$ cat src/mul_pkg.sv
package mul_pkg;

    localparam int op_width   = 32;
    localparam int prod_width = 2 * op_width;
    localparam int num_cols   = prod_width;
    localparam int max_height = op_width;
    localparam int num_stages = 8;

    typedef logic [op_width-1:0]   operand_t;
    typedef logic [op_width-1:0]   word_t;
    typedef logic [prod_width-1:0] row_t;
    typedef logic [max_height-1:0] column_t;

    // one column per product bit, bits packed from index 0 upward
    typedef column_t [num_cols-1:0] heap_t;

    typedef struct packed {
        operand_t a;
        operand_t b;
    } operands_t;

    typedef struct packed {
        row_t row_a;
        row_t row_b;
    } rows_t;

    typedef struct packed {
        word_t hi;
        word_t lo;
    } product_t;

    // column height allowed after a stage, from d(j+1) = floor(1.5 * d(j)) with d(0) = 2
    function automatic int dadda_target(int stage);
        int d;
        d = 2;
        for (int j = 0; j < num_stages - 1 - stage; j++)
        begin
            d = (d * 3) / 2;
        end
        return d;
    endfunction

    // height of a column in the partial-product heap
    function automatic int initial_height(int col);
        if (col < op_width)
        begin
            return col + 1;
        end
        if (col < prod_width - 1)
        begin
            return prod_width - 1 - col;
        end
        return 0;
    endfunction

endpackage
$ cat src/product_adder.sv
`timescale 1ns/1ps

module product_adder (
    input  logic                clk,
    input  logic                arst_n,
    input  logic                rows_valid,
    input  mul_pkg::rows_t      rows,
    output logic                out_valid,
    output mul_pkg::product_t   out_prod
);

    import mul_pkg::*;

    logic [op_width:0] lo_sum;
    word_t             hi_sum;

    // low half first, its carry goes into the high half
    assign lo_sum = {1'b0, rows.row_a[op_width-1:0]} + {1'b0, rows.row_b[op_width-1:0]};

    // carry out of the top bit is dropped, the product fits in 64 bits
    assign hi_sum = rows.row_a[prod_width-1:op_width]
                  + rows.row_b[prod_width-1:op_width]
                  + word_t'(lo_sum[op_width]);

    always_ff @(posedge clk or negedge arst_n)
    begin
        if (!arst_n)
        begin
            out_valid <= 1'b0;
            out_prod  <= '0;
        end
        else
        begin
            out_valid   <= rows_valid;
            out_prod.hi <= hi_sum;
            out_prod.lo <= lo_sum[op_width-1:0];
        end
    end

endmodule

$ cat config.mk
export PLATFORM = sky130hd
export DESIGN_NAME = product_adder
export DESIGN_NICKNAME = d
export VERILOG_FILES = /design/src/mul_pkg.sv /design/src/product_adder.sv
export SDC_FILE = /design/constraint.sdc
export NUM_CORES = 1
export LEC_CHECK = 0
export BUFFER_PORTS_ARGS = -buffer_cell sky130_fd_sc_hd__buf_2
export CAP_MARGIN = 20
export CORE_MARGIN = 5
export CORE_UTILIZATION = 50
export CTS_CLUSTER_SIZE = 8
export DETAILED_ROUTE_END_ITERATION = 7
export GPL_TIMING_DRIVEN = 0
export PLACE_DENSITY = 0.82
export SETUP_SLACK_MARGIN = 0.5
export SLEW_MARGIN = 20
export SYNTH_ARGS = -nofsm -noshare
export SYNTH_HDL_FRONTEND = slang
export SYNTH_SLANG_ARGS = --single-unit
export TNS_END_PERCENT = 5
$ cat constraint.sdc
create_clock -name clk -period 0.9 [get_ports clk]
set_clock_uncertainty 0.2 [all_clocks]
set_input_delay 0.225 -clock clk [delete_from_list [all_inputs] [get_ports clk]]
set_output_delay 0.225 -clock clk [all_outputs]
set_load 0.05 [all_outputs]
==> run_results.csv <==
group,metric,value,unit
synthesis,synth_edf_count,0,
power,p_per_area,1880,nW/um2
power,power,14100,uW
sta,finalHoldViolCount,67,
drt,drc,0,
grt,grt.total_usage,25.1,%
floorplanning,io_pins,196,
sta,period_needed,3.88,ns
drt,route.detailed.wl_per_inst,17.6,um
run,drv_cap,0,
sta,worst_hold_slack,-0.483,ns
critical_path,cp-end-kind,"flop",
floorplanning,die_x,110,um
synthesis,ys_ff_latch,65,
grt,grt_pass1_wl,23700,um
drt,post_drt_via_cell_ratio,5.65,
sta,slew_headroom,60.8,%
sta,worstMarginPinSlew,0.587,ns
synthesis,synth_mux_area_share,0,%
floorplanning,core_area,9730,um2
grt,grt_max_degree,35,
synthesis,ys.flop_type,"dfrtp_1",
layout,final_area,7500,um2
drt,ant_nets,0,
synthesis,yosys-top-cells-area,"dfrtp_1 33%, ha_1 16%, xnor2_1 5.8%, a21oi_1 4.8%, xor2_1 4.2%",
critical_path,arrival,3.93,ns
placed_design,gp_congestion,0.873,
sta,setup_ws,-2.98,ns
clock_network,root_buffer,"clkbuf_8",
synthesis,synth_most_common_cell,"dfrtp_1",
placed_design,numPortBuffers,195,
synthesis,yosys.area_share.simple,13.2,%
critical_path,critical_path_class,"input port to flop",
drt,wirelength,15500,um
synthesis,synth_fa_ha_area_share,16.5,%
synthesis,synthCells,504,
floorplanning,rows,36,
clock_network,cts_sinks,65,
clock_network,htree_levels,3,
layout,syn2layout_area_growth,51.4,%
synthesis,synth_compound_area_share,24.1,%
critical_path,cp-start-kind,"input port",
layout,nFillCells,632,
synthesis,synth_top_family_by_area,"compound AO/OA/AOI/OAI gates",
floorplanning,fp.dieH,110,um
run_status,violations,"hold timing, setup timing",
sta,slew_viol_final,0,
synthesis,ys_seq_area_share,32.8,%
worst_hold_path,hold_class,"input port to async pin",
layout,drive_gt1_share,46.6,%
run_status,status,"finished with violations",
synthesis,synth_top_area_share,32.8,%
critical_path,worst-endpoint-required,0.95,ns
drt,drt_pass1_iterations,6,
synthesis,ys_types,74,
grt,antenna_found_initial,3,
drt,drt_iter0_drc,210,
sta,setup_violations,128,
critical_path,critPathMaxFanout,3,
synthesis,synth_warnings,0,
layout,nNetsFinal,935,
power,ir_worst_vdd,1.06,mV
placed_design,place_area,6160,um2
clock_network,cts_tree,"done",
clock_network,cts_buffers,9,
synthesis,synth.avg_cell_area,9.83,um2
synthesis,synth_common_cells,"65 x dfrtp_1, 62 x ha_1, 48 x a21oi_1",
synthesis,async_flop_share,100,%
drt,route.vias.total,4969,
synthesis,synth.largest_area_cell,"dfrtp_1",
placed_design,place.detailed.hpwl,10700,um
floorplanning,initial_core_util,50.9,%
sta,rsz0062_at_grt,"true",
sta,timing.final.crit_share,431,%
clock_network,clock_path_buffers,2,
grt,grt_pass1_vias,5159,
power,p_leak,0.00352,uW
synthesis,mappedNetlistArea,4950,um2
sta,fmax,258,MHz
placed_design,post-place-ws,-3.92,ns
clock_network,clk_pin_slew,0.08,ns
synthesis,synthesis.nets,699,
synthesis,synthXorXnorAreaFrac,10.1,%
grt,gr-total-overflow,0,
floorplanning,dieArea,12000,um2
[final timing paths]
| kind | start | endpoint | slack [ns] | cells past startpoint |
|---|---|---|---|---|
| max in group asynchronous | arst_n | out_prod[1]$_DFF_PN0_ | 0.55 | 2 |
| min in group clk | rows_valid | out_valid$_DFF_PN0_ | -0.18 | 1 |
| worst max-delay path | rows[64] | out_prod[63]$_DFF_PN0_ | -2.98 | 20 |
| worst min-delay path | arst_n | out_prod[23]$_DFF_PN0_ | -0.48 | 1 |
[final cells by class]
class                      instances  area, um2  share of cell area, %
clock inverter                     2       35.0                  0.467
sequential                        65       1630                   21.7
timing repair buffer             225       1680                   22.4
buffer                            16        116                   1.55
multi-input combinational        410       3650                   48.7
inverter                          13       48.8                  0.651
antenna                            1       2.50                 0.0334
tap                              133        166                   2.22
clock buffer                      14        173                   2.30
[kinds of logic (layout without fill, tap and decap cells)]
family                   Yosys count  count (layout)
XOR/XNOR                          57              57
AND/OR/NAND/NOR                  125             125
buffers and inverters             29             270
flip-flops                        65              65
other                              0               1
AO/OA/AOI/OAI                    164             164
adder cells (fa/ha/maj)           64              64
[flip-flops by register name, indices dropped and copies added (netlist names)]
register / count
out_prod: 64
out_valid: 1
[cells in the final DEF, fill, tap and decap left out, types with 3 or more instances in the layout]
cell type | Yosys | routed
buf_2 | 4 | 130
buf_6 | 2 | 75
dfrtp_1 | 65 | 65
ha_1 | 62 | 49
a21oi_1 | 48 | 35
nand2_1 | 32 | 30
xnor2_1 | 33 | 30
buf_4 | 3 | 26
xor2_1 | 24 | 23
nor2_1 | 25 | 21
a21o_1 | 18 | 18
a21oi_2 | 9 | 16
clkbuf_8 | 1 | 13
o21ai_0 | 20 | 13
inv_1 | 13 | 13
ha_4 | 0 | 12
nand4_1 | 11 | 11
nor3_1 | 12 | 11
nand3_1 | 11 | 10
o21bai_1 | 8 | 7
o21ai_2 | 1 | 6
o21ai_1 | 5 | 6
clkbuf_1 | 4 | 6
a21oi_4 | 0 | 6
nor2b_1 | 7 | 5
o21a_1 | 4 | 4
and3_1 | 4 | 4
a211oi_2 | 3 | 4
a211o_1 | 4 | 4
nor2_2 | 0 | 3
or2_4 | 0 | 3
o211ai_1 | 3 | 3
o31ai_4 | 1 | 3
xnor2_2 | 0 | 3
buf_12 | 0 | 3
[layer usage]
layer	track usage [%]	wire, um
met5	0	26
met4	10.6	546
met3	4.52	952
met2	45.9	7940
met1	28.5	6050
[critical path: stages]
cell      delay (ns)
buf_6           0.10
ha_4            0.16
fa_2            0.35
a21oi_2         0.17
o21ai_2         0.11
a211oi_4        0.26
a21oi_2         0.11
and3_1          0.17
nor2_2          0.14
a311o_1         0.22
o21ai_2         0.07
fa_2            0.38
a21oi_4         0.17
nand4b_4        0.18
nand3_2         0.09
a32o_2          0.30
a31oi_4         0.20
a211oi_4        0.10
a221oi_2        0.27
xnor2_1         0.15
[what timing repair did]
action / 4_1_cts / 5_1_grt
endpoints found under the hold margin: 68 / 67
endpoints found under the setup margin: 173 / 129
pin swaps: 35 / 9
gates resized for setup: 206 / 20
setup buffers: 23 / 6
[report_power, final]
| group | leakage, uW | switching, uW | internal [uW] | total, uW |
|---|---|---|---|---|
| combinational | 0.00266 | 4590 | 2990 | 7580 |
| clock | 0.000107 | 1160 | 1510 | 2660 |
| sequential | 0.000756 | 323 | 3550 | 3870 |
[through the flow]
step,std cells,utilization (%),TNS (ns)
floorplan,504,-,-126.06
global placement,832,63.1,-209.37
detailed placement,833,63.3,-157.95
CTS,872,75.6,-134.63
global route,879,77.1,-147.17
finish,879,77.1,-137.64
Power figures use the tool's default switching activity.
